`config.mk`:
```
export PLATFORM = sky130hd
export DESIGN_NAME = ibex_ctrl_top
export DESIGN_NICKNAME = d
export VERILOG_FILES = /design/src/hw/ibex_ctrl_pkg.sv /design/src/hw/core_event_if.sv /design/src/hw/ibex_ctrl_sync.sv /design/src/hw/fetch_enable_fsm.sv /design/src/hw/nmi_ctrl.sv /design/src/hw/fault_recorder.sv /design/src/hw/rnd_buffer.sv /design/src/hw/ibex_ctrl_top.sv
export VERILOG_INCLUDE_DIRS = /design/src /design/src/hw
export SDC_FILE = /design/constraint.sdc
export NUM_CORES = 1
export LEC_CHECK = 0
export BUFFER_PORTS_ARGS = -buffer_cell sky130_fd_sc_hd__buf_2
export CAP_MARGIN = 15
export CORE_UTILIZATION = 45
export CTS_CLUSTER_SIZE = 20
export DETAILED_ROUTE_END_ITERATION = 12
export MAX_ROUTING_LAYER = met4
export PLACE_DENSITY_LB_ADDON = 0.05
export SETUP_SLACK_MARGIN = 0.05
export SYNTH_ARGS = -nofsm -noshare
export SYNTH_HDL_FRONTEND = slang
export SYNTH_SLANG_ARGS = --single-unit
export TNS_END_PERCENT = 50
```
`constraint.sdc`:
```
create_clock -name clk_i -period 1.3 [get_ports clk_i]
set_input_delay 0.26 -clock clk_i [delete_from_list [all_inputs] [get_ports clk_i]]
set_output_delay 0.26 -clock clk_i [all_outputs]
set_load 0.005 [all_outputs]
```
`src/hw/ibex_ctrl_defs.svh`:
```
/*
 * ibex control shell widths, shared by RTL and testbench
 */
`ifndef IBEX_CTRL_DEFS_SVH
`define IBEX_CTRL_DEFS_SVH

// exception pc and address
`define IBEX_CTRL_ADDR_W 32
// one entropy word
`define IBEX_CTRL_RND_W 32
// nmi sources: escalation and watchdog
`define IBEX_CTRL_NMI_W 2
// sticky error causes
`define IBEX_CTRL_ERR_W 3
// inputs crossing into clk_i
`define IBEX_CTRL_SYNC_W 4

`endif

```
`src/hw/ibex_ctrl_pkg.sv`:
```
/*
 * ibex control shell types: FSM states and bit positions in shared vectors
 */
`default_nettype none

package ibex_ctrl_pkg;

  // local fetch enable, latches off on a fatal core error
  typedef enum logic {
    FETCH_ON     = 1'b0,
    FETCH_LOCKED = 1'b1
  } fetch_state_e;

  typedef enum logic {
    RND_EMPTY = 1'b0,
    RND_FULL  = 1'b1
  } rnd_state_e;

  // position in nmi state, enable and clear vectors
  typedef enum logic {
    NMI_ALERT = 1'b0,
    NMI_WDOG  = 1'b1
  } nmi_src_e;

  typedef enum logic [1:0] {
    ERR_FATAL_INTG = 2'd0,
    ERR_FATAL_CORE = 2'd1,
    ERR_RECOV_CORE = 2'd2
  } err_bit_e;

  // lanes of the input synchronizer
  typedef enum logic [1:0] {
    SYNC_LC_EN    = 2'd0,
    SYNC_PWR_EN   = 2'd1,
    SYNC_ESC_NMI  = 2'd2,
    SYNC_WDOG_NMI = 2'd3
  } sync_bit_e;

endpackage

`default_nettype wire

```
`src/hw/core_event_if.sv`:
```
/*
 * core fault events and exception context, core side to fault recorder
 */
`timescale 1ns/100ps
`default_nettype none
`include "ibex_ctrl_defs.svh"

interface core_event_if;

  logic                         ibus_intg_err;
  logic                         dbus_intg_err;
  logic                         alert_minor;
  logic                         alert_major_internal;
  logic                         alert_major_bus;
  logic                         double_fault;
  logic [`IBEX_CTRL_ADDR_W-1:0] exception_pc;
  logic [`IBEX_CTRL_ADDR_W-1:0] exception_addr;

  // driven from the core event pins
  modport src (
    output ibus_intg_err, dbus_intg_err, alert_minor, alert_major_internal,
           alert_major_bus, double_fault, exception_pc, exception_addr
  );

  modport sink (
    input  ibus_intg_err, dbus_intg_err, alert_minor, alert_major_internal,
           alert_major_bus, double_fault, exception_pc, exception_addr
  );

endinterface

`default_nettype wire

```
`src/hw/ibex_ctrl_sync.sv`:
```
/*
 * two-flop synchronizer bank for asynchronous enables and nmi sources
 */
`timescale 1ns/100ps
`default_nettype none

module ibex_ctrl_sync #(
  parameter int unsigned Width = 1
) (
  input  logic             clk_i,
  input  logic             rst_ni,
  input  logic [Width-1:0] d_i,
  output logic [Width-1:0] q_o
);

  logic [Width-1:0] stage1_q;
  logic [Width-1:0] stage2_q;

  // first stage may go metastable, second settles it
  always_ff @(posedge clk_i or negedge rst_ni) begin
    if (!rst_ni) begin
      stage1_q <= '0;
      stage2_q <= '0;
    end else begin
      stage1_q <= d_i;
      stage2_q <= stage1_q;
    end
  end

  assign q_o = stage2_q;

endmodule

`default_nettype wire

```
`src/hw/fetch_enable_fsm.sv`:
```
/*
 * fetch enable gating, locks fetch off for good on a fatal core error
 */
`timescale 1ns/100ps
`default_nettype none

module fetch_enable_fsm (
  input  logic clk_i,
  input  logic rst_ni,
  input  logic lc_en_i,
  input  logic pwr_en_i,
  input  logic fatal_core_err_i,
  output logic fetch_enable_o
);

  ibex_ctrl_pkg::fetch_state_e state_q;
  ibex_ctrl_pkg::fetch_state_e state_d;

  always_comb begin
    state_d = state_q;
    case (state_q)
      ibex_ctrl_pkg::FETCH_ON: begin
        if (fatal_core_err_i) begin
          state_d = ibex_ctrl_pkg::FETCH_LOCKED;
        end
      end
      // no way back short of reset
      default: state_d = ibex_ctrl_pkg::FETCH_LOCKED;
    endcase
  end

  always_ff @(posedge clk_i or negedge rst_ni) begin
    if (!rst_ni) begin
      state_q <= ibex_ctrl_pkg::FETCH_ON;
    end else begin
      state_q <= state_d;
    end
  end

  // local enable and both synchronized enables
  assign fetch_enable_o = (state_q == ibex_ctrl_pkg::FETCH_ON) & lc_en_i & pwr_en_i;

endmodule

`default_nettype wire

```
`src/hw/nmi_ctrl.sv`:
```
/*
 * nmi state: sticky per source, software maskable and clearable
 */
`timescale 1ns/100ps
`default_nettype none
`include "ibex_ctrl_defs.svh"

module nmi_ctrl (
  input  logic                        clk_i,
  input  logic                        rst_ni,
  input  logic [`IBEX_CTRL_NMI_W-1:0] nmi_src_i,
  input  logic [`IBEX_CTRL_NMI_W-1:0] nmi_enable_i,
  input  logic [`IBEX_CTRL_NMI_W-1:0] nmi_clear_i,
  output logic [`IBEX_CTRL_NMI_W-1:0] nmi_state_o,
  output logic                        irq_nm_o
);

  logic [`IBEX_CTRL_NMI_W-1:0] state_q;
  logic [`IBEX_CTRL_NMI_W-1:0] state_d;

  // write-one-to-clear, a pending source wins over the clear
  assign state_d = (state_q & ~nmi_clear_i) | nmi_src_i;

  always_ff @(posedge clk_i or negedge rst_ni) begin
    if (!rst_ni) begin
      state_q <= '0;
    end else begin
      state_q <= state_d;
    end
  end

  assign nmi_state_o = state_q;

  // masked sources stay recorded but raise no request
  assign irq_nm_o = |(state_q & nmi_enable_i);

endmodule

`default_nettype wire

```
`src/hw/fault_recorder.sv`:
```
/*
 * fault recorder: sticky error causes, alert levels and crash dump of
 * the previous exception on a double fault
 */
`timescale 1ns/100ps
`default_nettype none
`include "ibex_ctrl_defs.svh"

module fault_recorder (
  input  logic                         clk_i,
  input  logic                         rst_ni,
  core_event_if.sink                   ev,
  output logic [`IBEX_CTRL_ERR_W-1:0]  err_status_o,
  output logic                         alert_fatal_o,
  output logic                         alert_recov_o,
  output logic                         fatal_core_err_o,
  output logic                         prev_valid_o,
  output logic [`IBEX_CTRL_ADDR_W-1:0] prev_pc_o,
  output logic [`IBEX_CTRL_ADDR_W-1:0] prev_addr_o
);

  logic [`IBEX_CTRL_ERR_W-1:0]  err_event;
  logic [`IBEX_CTRL_ERR_W-1:0]  err_q;
  logic                         fatal_core;
  logic                         recov_q;
  logic                         prev_valid_q;
  logic [`IBEX_CTRL_ADDR_W-1:0] prev_pc_q;
  logic [`IBEX_CTRL_ADDR_W-1:0] prev_addr_q;

  ////////////////////////////////////////
  // error causes
  ////////////////////////////////////////

  // goes straight to the fetch lock, no register in between
  assign fatal_core = ev.alert_major_internal | ev.double_fault;

  always_comb begin
    err_event = '0;
    err_event[ibex_ctrl_pkg::ERR_FATAL_INTG] = ev.ibus_intg_err | ev.dbus_intg_err |
                                               ev.alert_major_bus;
    err_event[ibex_ctrl_pkg::ERR_FATAL_CORE] = fatal_core;
    err_event[ibex_ctrl_pkg::ERR_RECOV_CORE] = ev.alert_minor;
  end

  always_ff @(posedge clk_i or negedge rst_ni) begin
    if (!rst_ni) begin
      err_q   <= '0;
      recov_q <= 1'b0;
    end else begin
      err_q   <= err_q | err_event;
      recov_q <= ev.alert_minor;
    end
  end

  assign err_status_o     = err_q;
  assign fatal_core_err_o = fatal_core;
  assign alert_fatal_o    = err_q[ibex_ctrl_pkg::ERR_FATAL_INTG] |
                            err_q[ibex_ctrl_pkg::ERR_FATAL_CORE];
  // recoverable alert follows the event, it is not sticky
  assign alert_recov_o    = recov_q;

  ////////////////////////////////////////
  // crash dump
  ////////////////////////////////////////

  always_ff @(posedge clk_i or negedge rst_ni) begin
    if (!rst_ni) begin
      prev_valid_q <= 1'b0;
    end else if (ev.double_fault) begin
      prev_valid_q <= 1'b1;
    end
  end

  // reloaded on every double fault
  always_ff @(posedge clk_i) begin
    if (ev.double_fault) begin
      prev_pc_q   <= ev.exception_pc;
      prev_addr_q <= ev.exception_addr;
    end
  end

  assign prev_valid_o = prev_valid_q;
  assign prev_pc_o    = prev_pc_q;
  assign prev_addr_o  = prev_addr_q;

endmodule

`default_nettype wire

```
`src/hw/rnd_buffer.sv`:
```
/*
 * single word entropy buffer, filled by req/ack and emptied by a read
 */
`timescale 1ns/100ps
`default_nettype none
`include "ibex_ctrl_defs.svh"

module rnd_buffer (
  input  logic                        clk_i,
  input  logic                        rst_ni,
  input  logic                        rnd_re_i,
  input  logic                        edn_ack_i,
  input  logic                        edn_fips_i,
  input  logic [`IBEX_CTRL_RND_W-1:0] edn_bits_i,
  output logic                        edn_req_o,
  output logic                        rnd_valid_o,
  output logic                        rnd_fips_o,
  output logic [`IBEX_CTRL_RND_W-1:0] rnd_data_o
);

  ibex_ctrl_pkg::rnd_state_e   state_q;
  ibex_ctrl_pkg::rnd_state_e   state_d;
  logic [`IBEX_CTRL_RND_W-1:0] data_q;
  logic [`IBEX_CTRL_RND_W-1:0] data_d;
  logic                        fips_q;
  logic                        fips_d;
  logic                        req;

  // ask for entropy only while empty
  assign req = (state_q == ibex_ctrl_pkg::RND_EMPTY);

  always_comb begin
    state_d = state_q;
    data_d  = data_q;
    fips_d  = fips_q;
    // a read drops the word even if a new one arrives
    if (rnd_re_i) begin
      state_d = ibex_ctrl_pkg::RND_EMPTY;
      data_d  = '0;
      fips_d  = 1'b0;
    end else if (req && edn_ack_i) begin
      state_d = ibex_ctrl_pkg::RND_FULL;
      data_d  = edn_bits_i;
      fips_d  = edn_fips_i;
    end
  end

  always_ff @(posedge clk_i or negedge rst_ni) begin
    if (!rst_ni) begin
      state_q <= ibex_ctrl_pkg::RND_EMPTY;
      data_q  <= '0;
      fips_q  <= 1'b0;
    end else begin
      state_q <= state_d;
      data_q  <= data_d;
      fips_q  <= fips_d;
    end
  end

  assign edn_req_o   = req;
  assign rnd_valid_o = (state_q == ibex_ctrl_pkg::RND_FULL);
  assign rnd_fips_o  = fips_q;
  assign rnd_data_o  = data_q;

endmodule

`default_nettype wire

```
`src/hw/ibex_ctrl_top.sv`:
```
/*
 * ibex control shell top: fetch gating, nmi, fault recording, entropy buffer
 */
`timescale 1ns/100ps
`default_nettype none
`include "ibex_ctrl_defs.svh"

module ibex_ctrl_top (
  input  logic                         clk_i,
  input  logic                         rst_ni,
  // cpu enables, asynchronous
  input  logic                         lc_cpu_en_i,
  input  logic                         pwrmgr_cpu_en_i,
  // nmi sources, asynchronous
  input  logic                         esc_nmi_i,
  input  logic                         wdog_nmi_i,
  input  logic [`IBEX_CTRL_NMI_W-1:0]  nmi_enable_i,
  input  logic [`IBEX_CTRL_NMI_W-1:0]  nmi_clear_i,
  // core events
  input  logic                         ibus_intg_err_i,
  input  logic                         dbus_intg_err_i,
  input  logic                         alert_minor_i,
  input  logic                         alert_major_internal_i,
  input  logic                         alert_major_bus_i,
  input  logic                         double_fault_i,
  input  logic [`IBEX_CTRL_ADDR_W-1:0] exception_pc_i,
  input  logic [`IBEX_CTRL_ADDR_W-1:0] exception_addr_i,
  // entropy
  input  logic                         rnd_re_i,
  input  logic                         edn_ack_i,
  input  logic [`IBEX_CTRL_RND_W-1:0]  edn_bits_i,
  input  logic                         edn_fips_i,
  output logic                         fetch_enable_o,
  output logic                         irq_nm_o,
  output logic [`IBEX_CTRL_NMI_W-1:0]  nmi_state_o,
  output logic [`IBEX_CTRL_ERR_W-1:0]  err_status_o,
  output logic                         alert_fatal_o,
  output logic                         alert_recov_o,
  output logic                         prev_valid_o,
  output logic [`IBEX_CTRL_ADDR_W-1:0] prev_pc_o,
  output logic [`IBEX_CTRL_ADDR_W-1:0] prev_addr_o,
  output logic                         edn_req_o,
  output logic                         rnd_valid_o,
  output logic [`IBEX_CTRL_RND_W-1:0]  rnd_data_o,
  output logic                         rnd_fips_o
);

  logic [`IBEX_CTRL_SYNC_W-1:0] sync_d;
  logic [`IBEX_CTRL_SYNC_W-1:0] sync_q;
  logic [`IBEX_CTRL_NMI_W-1:0]  nmi_src;
  logic                         fatal_core_err;

  core_event_if u_core_ev ();

  ////////////////////////////////////////
  // input synchronization
  ////////////////////////////////////////

  assign sync_d[ibex_ctrl_pkg::SYNC_LC_EN]    = lc_cpu_en_i;
  assign sync_d[ibex_ctrl_pkg::SYNC_PWR_EN]   = pwrmgr_cpu_en_i;
  assign sync_d[ibex_ctrl_pkg::SYNC_ESC_NMI]  = esc_nmi_i;
  assign sync_d[ibex_ctrl_pkg::SYNC_WDOG_NMI] = wdog_nmi_i;

  ibex_ctrl_sync #(
    .Width(`IBEX_CTRL_SYNC_W)
  ) u_sync (
    .clk_i,
    .rst_ni,
    .d_i (sync_d),
    .q_o (sync_q)
  );

  // escalation feeds the alert nmi lane
  assign nmi_src[ibex_ctrl_pkg::NMI_ALERT] = sync_q[ibex_ctrl_pkg::SYNC_ESC_NMI];
  assign nmi_src[ibex_ctrl_pkg::NMI_WDOG]  = sync_q[ibex_ctrl_pkg::SYNC_WDOG_NMI];

  ////////////////////////////////////////
  // control blocks
  ////////////////////////////////////////

  fetch_enable_fsm u_fetch_en (
    .clk_i,
    .rst_ni,
    .lc_en_i          (sync_q[ibex_ctrl_pkg::SYNC_LC_EN]),
    .pwr_en_i         (sync_q[ibex_ctrl_pkg::SYNC_PWR_EN]),
    .fatal_core_err_i (fatal_core_err),
    .fetch_enable_o
  );

  nmi_ctrl u_nmi (
    .clk_i,
    .rst_ni,
    .nmi_src_i (nmi_src),
    .nmi_enable_i,
    .nmi_clear_i,
    .nmi_state_o,
    .irq_nm_o
  );

  assign u_core_ev.ibus_intg_err        = ibus_intg_err_i;
  assign u_core_ev.dbus_intg_err        = dbus_intg_err_i;
  assign u_core_ev.alert_minor          = alert_minor_i;
  assign u_core_ev.alert_major_internal = alert_major_internal_i;
  assign u_core_ev.alert_major_bus      = alert_major_bus_i;
  assign u_core_ev.double_fault         = double_fault_i;
  assign u_core_ev.exception_pc         = exception_pc_i;
  assign u_core_ev.exception_addr       = exception_addr_i;

  fault_recorder u_faults (
    .clk_i,
    .rst_ni,
    .ev               (u_core_ev.sink),
    .err_status_o,
    .alert_fatal_o,
    .alert_recov_o,
    .fatal_core_err_o (fatal_core_err),
    .prev_valid_o,
    .prev_pc_o,
    .prev_addr_o
  );

  rnd_buffer u_rnd (
    .clk_i,
    .rst_ni,
    .rnd_re_i,
    .edn_ack_i,
    .edn_fips_i,
    .edn_bits_i,
    .edn_req_o,
    .rnd_valid_o,
    .rnd_fips_o,
    .rnd_data_o
  );

endmodule

`default_nettype wire

```
==> summary.txt, run 1 <==
Placed design
  • Placed insts: 575
  • Post-placement setup slack: 0.200 ns
  • Dpl hpwl: 7.21 mm
  • Routability cong.: 0.750
  • IO Port Bufs: 223

Timing
  • Min Hold Slack: 0.0326 ns
  • Max Clk Rate: 661 MHz
  • Setup WS post-layout: -0.214 ns
  • Unrepaired setup endpoints after global routing: true
  • Slew Limit Fails: 0
  • Slew of the pin with the lowest slew margin: 0.350 ns
  • Clock Skew: 0.00539 ns
  • Hold Fails Final Rpt: 0
  • Final setup fails: 14
  • Slew HR: 76.7%
  • Final min period: 1.51 ns
  • Final period util: 116%

Cells and area
  • Commonest non-fill, non-tap cell in the layout: buf_2
  • Nets: 694
  • Most frequent cells in the layout: buf_2 (219), dlygate4sd3_1 (74), edfxtp_1 (64)
  • Diode count: 0
  • Fillers: 546
  • Area growth syn-to-layout: 67.3%
  • Layout cells sized above 1: 54.2%
  • Cell Count, Final, Fillers Out: 700

Setup path
  • Setup crit start: u_faults.err_status_o[1]$_DFF_PN0_
  • Reg2Reg Depth: 4
  • Critical Path RT: 1.04 ns
  • Setup crit end kind: output pin
  • Crit path launch type: flip-flop
  • Reg-to-Reg Start: u_rnd.rnd_valid_o$_DFFE_PN0P_
  • Crit path kind: flip-flop to output pin
  • Worst R2R End: u_rnd.rnd_data_o[22]$_DFFE_PN0P_
  • Worst-path fanout max: 2
  • Crit path DAT: 1.25 ns
  • Reg2reg setup slack: 0.10 ns

Synthesis
  • Synthesis-stage register bit count: 114
  • Seq/Total Area, Yosys: 75.2%
  • Netlist cell types: 18
  • Cell taking the most area after synthesis: edfxtp_1
  • Syn avg cell area: 17.1 sq um
  • Synth Warn #: 0
  • Area fraction of the dominant cell type after synthesis: 45.6%
  • Netlist Area Pre-Place: 4220 sq um
  • Synth Instances: 246
  • Top post-synthesis cells by area: edfxtp_1 (46%), dfrtp_1 (30%), nand4bb_1 (8.8%)
  • Syn Nets: 361

Global routing
  • Total gr overflow: 0
  • Initial antenna violation count: 0
  • Vias in the first global route: 3651
  • Total GRT Usage: 27.9%
  • First-pass GRT wire length: 19.4 mm
  • Largest net degree at the start of global routing: 46

Drt
  • Final antenna-violating net count: 0
  • Iter 0 DRT Violations: 99
  • Post-DR wirelength/cell: 18.5 microns
  • Vias: 3451
  • Final wirelength: 12.9 mm
  • Drt pass-1 iters: 4
  • DRC violations left: 0
  • Routed vias/inst: 4.93

Clock tree
  • H-tree Lvls: 4
  • Worst-path clk slew: 0.05 ns
  • CTS Buf Count: 17
  • CTS tree: done
  • Longest Clk Path Bufs: 2
  • Clock latency on the worst-skew pair: 0.50 ns
  • Clock root buffer: clkbuf_8
  • CTS Sinks: 114

Run status
  • Status: complete, but fails checks
  • Violated checks: negative setup slack

Floorplanning
  • Starting Density: 47.4%
  • Die ar.: 9760 sq um
  • FP Rows: 34
  • Core area: 8890 sq um
  • Io pins: 224
  • Die width: 98.8 microns
  • Die Y-Extent: 98.8 microns

Min path
  • Hold path depth: 3
  • HP Class: input pin to flip-flop
  • Worst hold endpoint: u_nmi.nmi_state_o[0]$_DFF_PN0_
  • HP Start: nmi_clear_i[0]

Power
  • Sw Pwr: 0.00218 W
  • Leakage power: 3.21 nW
  • Clock network power share: 44.8%
  • Comb pwr share: 11.6%
  • Cell-internal power: 0.00744 W
  • Peak supply drop: 1.02 mV
  • Sequential power share: 43.5%
  • Power Density: 1360 nW/um^2
  • Switching Share: 22.6%

Flow run
  • Max-Cap Viols: 0
## metal layers
metal  up-vias  GRT usage (%)  wire (microns)
met3        38           9.93             998
met1      1634           30.3            4880
li1       1584              -               -
met2       195           46.0            6610
met5         -              -               0
met4         0           12.5             428
## cell families (layout without fill, tap and decap cells)
logic type | Yosys count | in the layout | share of synthesized area [%]
DFF | 114 | 114 | 75.2
and+or+nand+nor | 77 | 77 | 15.2
AOI/OAI and AO/OA | 36 | 36 | 7.15
buffers and inverters | 19 | 365 | 2.40
## cell type report
class                   count  area (sq um)  area share (%)
repair buffers            330          2230            31.6
clock buffers              18           418            5.92
multi-input cells         113           946            13.4
well taps                 108           135            1.92
inverters                   3          11.3           0.160
clock inverters            14           139            1.97
flip-flops and latches    114          3170            45.0
## critical path, cell delays in order, from the launching register on
cell     delay (ns)
dfrtp_1        0.39
or2_4          0.26
buf_6          0.11
## registers in the layout (all words and copies together) (netlist names), 2 cells and up
signal,cells
u_faults.prev_pc_o,32
u_sync.stage1_q,4
u_nmi.nmi_state_o,2
u_rnd.rnd_data_o,32
u_sync.q_o,4
u_faults.err_status_o,3
u_faults.prev_addr_o,32
## timing repair
action,CTS,global route
hold buffers,74,0
setup endpoints to repair,106,112
gates cloned,1,0
resized for setup,9,4
pin swaps,3,2
endpoints found under the hold margin,87,0
setup buffers,15,3
## cell usage after synthesis, drive strengths merged
cell,number
or3,2
a22o,1
nand2,1
nand2b,33
a21o,2
clkbuf,7
dfrtp,50
edfxtp,64
inv,3
buf,9
nor2,3
and2b,1
nand4bb,33
o21ai,33
or4,1
or2,3
## metrics by stage
step	instance area, sq um	total power, W	TNS [ns]	util [%]
5_1_grt	7050	0.00997	-2.94	79.3
6_report	7050	0.00961	-0.997	79.3
3_5_place_dp	5570	0.00508	0	62.7
3_3_place_gp	5570	0.00506	0	62.7
4_1_cts	7030	0.00959	-0.912	79.0
2_1_floorplan	4220	0.00450	0	-
## power by group through the flow
stage / clock (W) / sequential, W / combinational (W)
final: 0.00431 / 0.00418 / 0.00112
after global routing: 0.00458 / 0.00420 / 0.00119
after CTS: 0.00434 / 0.00417 / 0.00108
after detailed placement: 0 / 0.00424 / 0.000841
after global placement: 0 / 0.00423 / 0.000826
after floorplan: 0 / 0.00427 / 0.000229
## worst max path at each step
| stage | to | slack [ns] |
|---|---|---|
| floorplan | u_rnd.rnd_data_o[0]$_DFFE_PN0P_ | 0.23 |
| global placement | u_rnd.rnd_data_o[22]$_DFFE_PN0P_ | 0.24 |
| detailed placement | u_rnd.rnd_data_o[20]$_DFFE_PN0P_ | 0.20 |
| CTS | alert_fatal_o | -0.22 |
| global route | alert_fatal_o | -0.26 |
| finish | alert_fatal_o | -0.21 |
(Power assumes the default switching activity.)
==> run 2: changes to the inputs <==
--- a/config.mk
+++ b/config.mk
@@ -8,7 +8,7 @@
 export LEC_CHECK = 0
 export BUFFER_PORTS_ARGS = -buffer_cell sky130_fd_sc_hd__buf_2
 export CAP_MARGIN = 15
-export CORE_UTILIZATION = 45
+export CORE_UTILIZATION = 35
 export CTS_CLUSTER_SIZE = 20
 export DETAILED_ROUTE_END_ITERATION = 12
 export MAX_ROUTING_LAYER = met4
==> summary.txt, run 2 (same netlist as run 1, synthesis figures left out) <==
Clock tree
  • CTS Buf Count: 17 (unchanged)
  • CTS Sinks: 114 (unchanged)
  • Clock latency on the worst-skew pair: 0.40 ns (-0.10 ns)
  • Longest Clk Path Bufs: 2 (unchanged)
  • CTS tree: done
  • H-tree Lvls: 4 (unchanged)
  • Worst-path clk slew: 0.05 ns (about the same)
  • Clock root buffer: clkbuf_16

Placed design
  • Post-placement setup slack: 0.173 ns (-0.0271 ns)
  • Placed insts: 611 (+6.3%)
  • IO Port Bufs: 223 (unchanged)
  • Dpl hpwl: 7.09 mm (-1.7%)
  • Routability cong.: 0.728 (-2.9%)

Global routing
  • Total gr overflow: 0 (unchanged)
  • Grt met1 use: 21.3% (-9.0 points)
  • Gr busiest metal: met2
  • Total GRT Usage: 17.8% (-10 points)
  • Vias in the first global route: 2995 (-18%)
  • Largest net degree at the start of global routing: 51 (+11%)
  • GR Layer Usage met2: 28.2% (-18 points)
  • Initial antenna violation count: 0 (unchanged)
  • M3 GR Usage: 4.90% (-5.0 points)
  • First-pass GRT wire length: 16.1 mm (-17%)

Floorplanning
  • Starting Density: 36.5% (-11 points)
  • FP Rows: 39 (+15%)
  • Io pins: 224 (unchanged)
  • Die Y-Extent: 112 microns (+13%)
  • Core area: 11600 sq um (+30%)
  • Die ar.: 12500 sq um (+28%)
  • Die width: 112 microns (+13%)

Timing
  • Setup WS post-layout: -0.102 ns (+0.112 ns)
  • Setup_tns: -0.207 ns (+0.790 ns)
  • Slew Limit Fails: 0 (unchanged)
  • Max Clk Rate: 713 MHz (+8.0%)
  • Clock Skew: 0.00459 ns (-0.000800 ns)
  • Final setup fails: 4 (-10)
  • Slew HR: 77.0% (+0.36 points)
  • Hold Fails Final Rpt: 0 (unchanged)
  • Unrepaired setup endpoints after global routing: true
  • Final min period: 1.40 ns (-0.112 ns)
  • Slew of the pin with the lowest slew margin: 0.344 ns (-0.00536 ns)
  • Final period util: 108% (-8.6 points)

Setup path
  • Crit path DAT: 1.14 ns (-0.11 ns)
  • CP max-delay cell: dfrtp_1
  • Crit path kind: flip-flop to output pin
  • Max incr delay on CP: 0.39 ns (about the same)
  • Worst R2R End: u_rnd.rnd_data_o[20]$_DFFE_PN0P_
  • CP delay by family, top: flip-flops
  • Setup crit end kind: output pin
  • Worst-path fanout max: 3 (+1)
  • WP buf/inv: 1 (unchanged)
  • Reg-to-Reg Start: u_rnd.rnd_valid_o$_DFFE_PN0P_
  • Cells along the critical path: or2_4 -> buf_6
  • Critical Path RT: 1.04 ns (about the same)
  • Reg2Reg Depth: 4 (unchanged)
  • Setup crit start: u_faults.err_status_o[1]$_DFF_PN0_
  • Reg2reg setup slack: 0.09 ns (about the same)
  • Crit path launch type: flip-flop

Min path
  • Worst hold endpoint: u_faults.prev_pc_o[0]$_DFFE_PP_
  • HP Start: exception_pc_i[0]
  • Hold path depth: 1 (-2)
  • HP Class: input pin to flip-flop

Flow run
  • Max-Cap Viols: 0 (unchanged)

Drt
  • Drt pass-1 iters: 8 (+4)
  • Final antenna-violating net count: 0 (unchanged)
  • DRC violations left: 20 (+20)
  • Post-DR wirelength/cell: 15.8 microns (-15%)
  • Final wirelength: 10.3 mm (-20%)
  • Iter 0 DRT Violations: 175 (+77%)
  • Routed vias/inst: 4.59 (-6.9%)
  • Vias: 3005 (-13%)

Run status
  • Status: complete, but fails checks
  • Violated checks: design-rule violations, negative setup slack

Cells and area
  • Fillers: 975 (+79%)
  • Footprint of the multi-input gates: 948 sq um (+0.26%)
  • Most frequent cells in the layout: buf_2 (221), edfxtp_1 (64), dfrtp_1 (50)
  • FF+latch area: 3170 sq um (unchanged)
  • Nets: 614 (-12%)
  • Diode count: 0 (unchanged)
  • Commonest non-fill, non-tap cell in the layout: buf_2
  • Area growth syn-to-layout: 51.2%
  • Layout cells sized above 1: 60.2% (+5.9 points)
  • Cell Count, Final, Fillers Out: 655 (-6.4%)

Power
  • Power Density: 1540 nW/um^2 (+13%)
  • Peak supply drop: 0.769 mV (-25%)
  • Leakage power: 2.91 nW (-9.5%)
[run 2: layer usage]
layer | up-vias | routed length (microns)
met5 | - | 0
met4 | 0 | 175
met3 | 14 | 737
met2 | 134 | 5040
li1 | 1422 | -
met1 | 1435 | 4380
[run 2: cell type report]
cell class	count	share of cell area (%)
Clock buffer	21	7.06
Sequential cell	114	49.8
Clock inverter	11	2.53
Multi-Input combinational cell	113	14.9
Timing Repair Buffer	250	22.8
Tap cell	143	2.81
Inverter	3	0.177
[run 2: where the power goes]
group	total [W]	internal (W)	switching, W
Clock	0.00477	0.00324	0.00153
Sequential	0.00417	0.00409	0.0000771
Combinational	0.000873	0.000473	0.000400
[run 2: repair_timing]
| item | 4_1_cts | 5_1_grt |
|---|---|---|
| pin swaps | 3 | 1 |
| buffers inserted | 5 | 0 |
| hold buffers | 6 | 0 |
| gates cloned | 1 | 0 |
| endpoints found under the hold margin | 55 | 0 |
| gates resized for setup | 7 | 4 |
| endpoints found under the setup margin | 5 | 18 |
[run 2: stage by stage]
stage                     util [%]  hold WS, ns  area [sq um]  power (W)
after global routing          55.1       0.0117          6380     0.0102
after CTS                     55.1       0.0174          6370    0.00994
after floorplan                  -      -0.0356          4220    0.00450
final                         55.1       0.0328          6380    0.00982
after detailed placement      48.4        0.275          5600    0.00507
after global placement        48.4        0.279          5600    0.00506
[run 2: worst max-delay path by stage]
stage	slack, ns	cells after the start	end
finish	-0.10	2	alert_fatal_o
global route	-0.15	2	alert_fatal_o
CTS	-0.12	2	alert_fatal_o
detailed placement	0.17	2	u_faults.prev_addr_o[5]$_DFFE_PP_
global placement	0.20	3	edn_req_o
floorplan	0.23	3	u_rnd.rnd_data_o[0]$_DFFE_PN0P_
==> run 3: changes to the inputs <==
--- a/config.mk
+++ b/config.mk
@@ -11,9 +11,10 @@
 export CORE_UTILIZATION = 35
 export CTS_CLUSTER_SIZE = 20
 export DETAILED_ROUTE_END_ITERATION = 12
+export GPL_ROUTABILITY_DRIVEN = 0
 export MAX_ROUTING_LAYER = met4
 export PLACE_DENSITY_LB_ADDON = 0.05
-export SETUP_SLACK_MARGIN = 0.05
+export SETUP_SLACK_MARGIN = 0.15
 export SYNTH_ARGS = -nofsm -noshare
 export SYNTH_HDL_FRONTEND = slang
 export SYNTH_SLANG_ARGS = --single-unit
==> constraint.sdc (replaced) <==
create_clock -name clk_i -period 1.2 [get_ports clk_i]
set_input_delay 0.24 -clock clk_i [delete_from_list [all_inputs] [get_ports clk_i]]
set_output_delay 0.24 -clock clk_i [all_outputs]
set_load 0.005 [all_outputs]
==> summary.txt, run 3 (same netlist as run 1, synthesis figures left out) <==
Power
  • Sw Pwr: 0.00228 W (+13%)
  • Sequential power share: 43.3% (+0.8 points)
  • Switching Share: 21.8% (+1.3 points)
  • Leakage power: 3.17 nW (+9.0%)
  • Cell-internal power: 0.00817 W (+4.7%)
  • Power Density: 1500 nW/um^2 (-2.5%)
  • Comb pwr share: 11.1% (+2.2 points)
  • Clock network power share: 45.6% (-3.0 points)
  • Peak supply drop: 0.908 mV (+18%)

Drt
  • Final antenna-violating net count: 0 (unchanged)
  • Routed vias/inst: 4.54 (-1.0%)
  • Drt pass-1 iters: 8 (unchanged)
  • Vias: 3237 (+7.7%)
  • DRC violations left: 21 (+5.0%)
  • Final wirelength: 11.5 mm (+11%)
  • Post-DR wirelength/cell: 16.1 microns (+2.1%)
  • Iter 0 DRT Violations: 203 (+16%)

Floorplanning
  • Starting Density: 36.5% (unchanged)
  • Die width: 112 microns (unchanged)
  • Die ar.: 12500 sq um (unchanged)
  • FP Rows: 39 (unchanged)
  • Core area: 11600 sq um (unchanged)
  • Io pins: 224 (unchanged)
  • Die Y-Extent: 112 microns (unchanged)

Clock tree
  • Worst-path clk slew: 0.05 ns (about the same)
  • CTS tree: done
  • Longest Clk Path Bufs: 2 (unchanged)
  • Clock latency on the worst-skew pair: 0.42 ns (+0.02 ns)
  • CTS Buf Count: 17 (unchanged)
  • CTS Sinks: 114 (unchanged)
  • Clock root buffer: clkbuf_16
  • H-tree Lvls: 4 (unchanged)

Setup path
  • Crit path kind: flip-flop to output pin
  • Reg2Reg Depth: 4 (unchanged)
  • Crit path launch type: flip-flop
  • Reg2reg setup slack: -0.01 ns (-0.10 ns)
  • Cells along the critical path: or2_4 -> buf_6
  • Worst-path fanout max: 2 (-1)
  • Critical Path RT: 0.96 ns (-0.08 ns)
  • Max incr delay on CP: 0.38 ns (about the same)
  • Crit path DAT: 1.15 ns (about the same)
  • CP max-delay cell: dfrtp_1
  • Setup crit end kind: output pin

Placed design
  • Dpl hpwl: 7.45 mm (+5.0%)
  • Post-placement setup slack: 0.0953 ns (-0.0777 ns)
  • Placed Area: 5630 sq um (+0.58%)
  • IO Port Bufs: 223 (unchanged)
  • Placed insts: 612 (+0.16%)

Cells and area
  • Layout cells sized above 1: 57.5% (-2.7 points)
  • Fin util: 60.2% (+5.0 points)
  • Cell Count, Final, Fillers Out: 713 (+8.9%)
  • Fillers: 940 (-3.6%)
  • Area growth syn-to-layout: 65.0%
  • Most frequent cells in the layout: buf_2 (218), edfxtp_1 (64), dfrtp_1 (50)
  • Non-Filler Cell Area, Final: 6960 sq um (+9.1%)
  • Commonest non-fill, non-tap cell in the layout: buf_2
  • Nets: 671 (+9.3%)

Flow run
  • Max-Cap Viols: 0 (unchanged)

Timing
  • Setup WS post-layout: -0.189 ns (-0.0868 ns)
  • Final setup fails: 23 (+19)
  • Final period util: 116%
  • Final min period: 1.39 ns
  • Slew Limit Fails: 0 (unchanged)
  • Min Hold Slack: 0.00726 ns (-0.0255 ns)
  • Slew of the pin with the lowest slew margin: 0.373 ns (+0.0283 ns)
  • Hold Fails Final Rpt: 0 (unchanged)
  • Slew HR: 75.2% (-1.9 points)
  • Max Clk Rate: 720 MHz
  • Unrepaired setup endpoints after global routing: true
  • Clock Skew: 0.00803 ns (+0.00344 ns)

Run status
  • Status: complete, but fails checks
  • Violated checks: design-rule violations, negative setup slack

Global routing
  • Initial antenna violation count: 1 (+1)
  • Total GRT Usage: 19.2% (+1.4 points)
  • Vias in the first global route: 3263 (+8.9%)
  • Largest net degree at the start of global routing: 51 (unchanged)
  • Total gr overflow: 0 (unchanged)
  • First-pass GRT wire length: 17.4 mm (+8.0%)

Min path
  • HP Class: input pin to flip-flop
  • Hold path depth: 1 (unchanged)
==> run 3: cell types whose count changed in the layout (fill, tap and decap cells not counted), moves of 3 or more <==
cell           change
buf_2              -3
buf_4              +9
buf_6              +7
bufinv_16          -3
clkinvlp_4         +3
dlygate4sd3_1     +40
==> run 3: power groups by stage <==
stage | logic, W | clock network, W | registers, W
finish | 0.00116 | 0.00476 | 0.00452
CTS | 0.00109 | 0.00484 | 0.00452
global route | 0.00126 | 0.00506 | 0.00454
floorplan | 0.000257 | 0 | 0.00463
global placement | 0.000918 | 0 | 0.00459
detailed placement | 0.000924 | 0 | 0.00459
==> run 3: critical path: cells and delay by family, from the launching register on <==
family | cells | cell delay [ns]
buffers and inverters | 1 | 0.11
DFF | 1 | 0.38
and+or+nand+nor | 1 | 0.25
==> run 3: cell type report <==
type / count / area [sq um] / share of cell area [%]
Clock buffer: 23 / 489 / 7.03
Timing Repair Buffer: 307 / 2060 / 29.5
Multi-Input combinational cell: 113 / 965 / 13.9
Clock inverter: 9 / 78.8 / 1.13
Sequential cell: 114 / 3170 / 45.6
Tap cell: 143 / 179 / 2.57
Inverter: 3 / 16.3 / 0.234
Antenna cell: 1 / 2.50 / 0.0360
==> run 3: final timing paths <==
check	start	endpoint
max	u_faults.err_status_o[0]$_DFF_PN0_	alert_fatal_o
min reg2reg	u_sync.stage1_q[1]$_DFF_PN0_	u_sync.q_o[1]$_DFF_PN0_
max reg2reg	u_rnd.rnd_valid_o$_DFFE_PN0P_	u_rnd.rnd_data_o[8]$_DFFE_PN0P_
min	exception_pc_i[30]	u_faults.prev_pc_o[30]$_DFFE_PP_
max in group asynchronous	rst_ni	u_nmi.nmi_state_o[1]$_DFF_PN0_
min in group asynchronous	rst_ni	u_rnd.rnd_data_o[18]$_DFFE_PN0P_
==> run 3: repair_timing <==
| action | 4_1_cts | 5_1_grt |
|---|---|---|
| resized for setup | 13 | 14 |
| pin swaps | 3 | 6 |
| endpoints found under the hold margin | 74 | 21 |
| cloned | 1 | 0 |
| setup endpoints to repair | 117 | 144 |
| hold buffers | 25 | 21 |
| setup buffers | 18 | 3 |
==> run 3: stage by stage <==
stage                     setup TNS, ns  power (W)
after floorplan                       0    0.00489
after global placement                0    0.00551
after detailed placement              0    0.00552
after CTS                        -0.866     0.0105
after global routing              -2.48     0.0109
final                            -0.953     0.0104
==> run 3: layer usage <==
| metal | GRT usage (%) | vias up | wire length (microns) |
|---|---|---|---|
| li1 | - | 1537 | - |
| met1 | 22.1 | 1551 | 4570 |
| met2 | 30.7 | 141 | 5760 |
| met3 | 7.51 | 8 | 1050 |
| met4 | 6.04 | 0 | 110 |
| met5 | - | - | 0 |
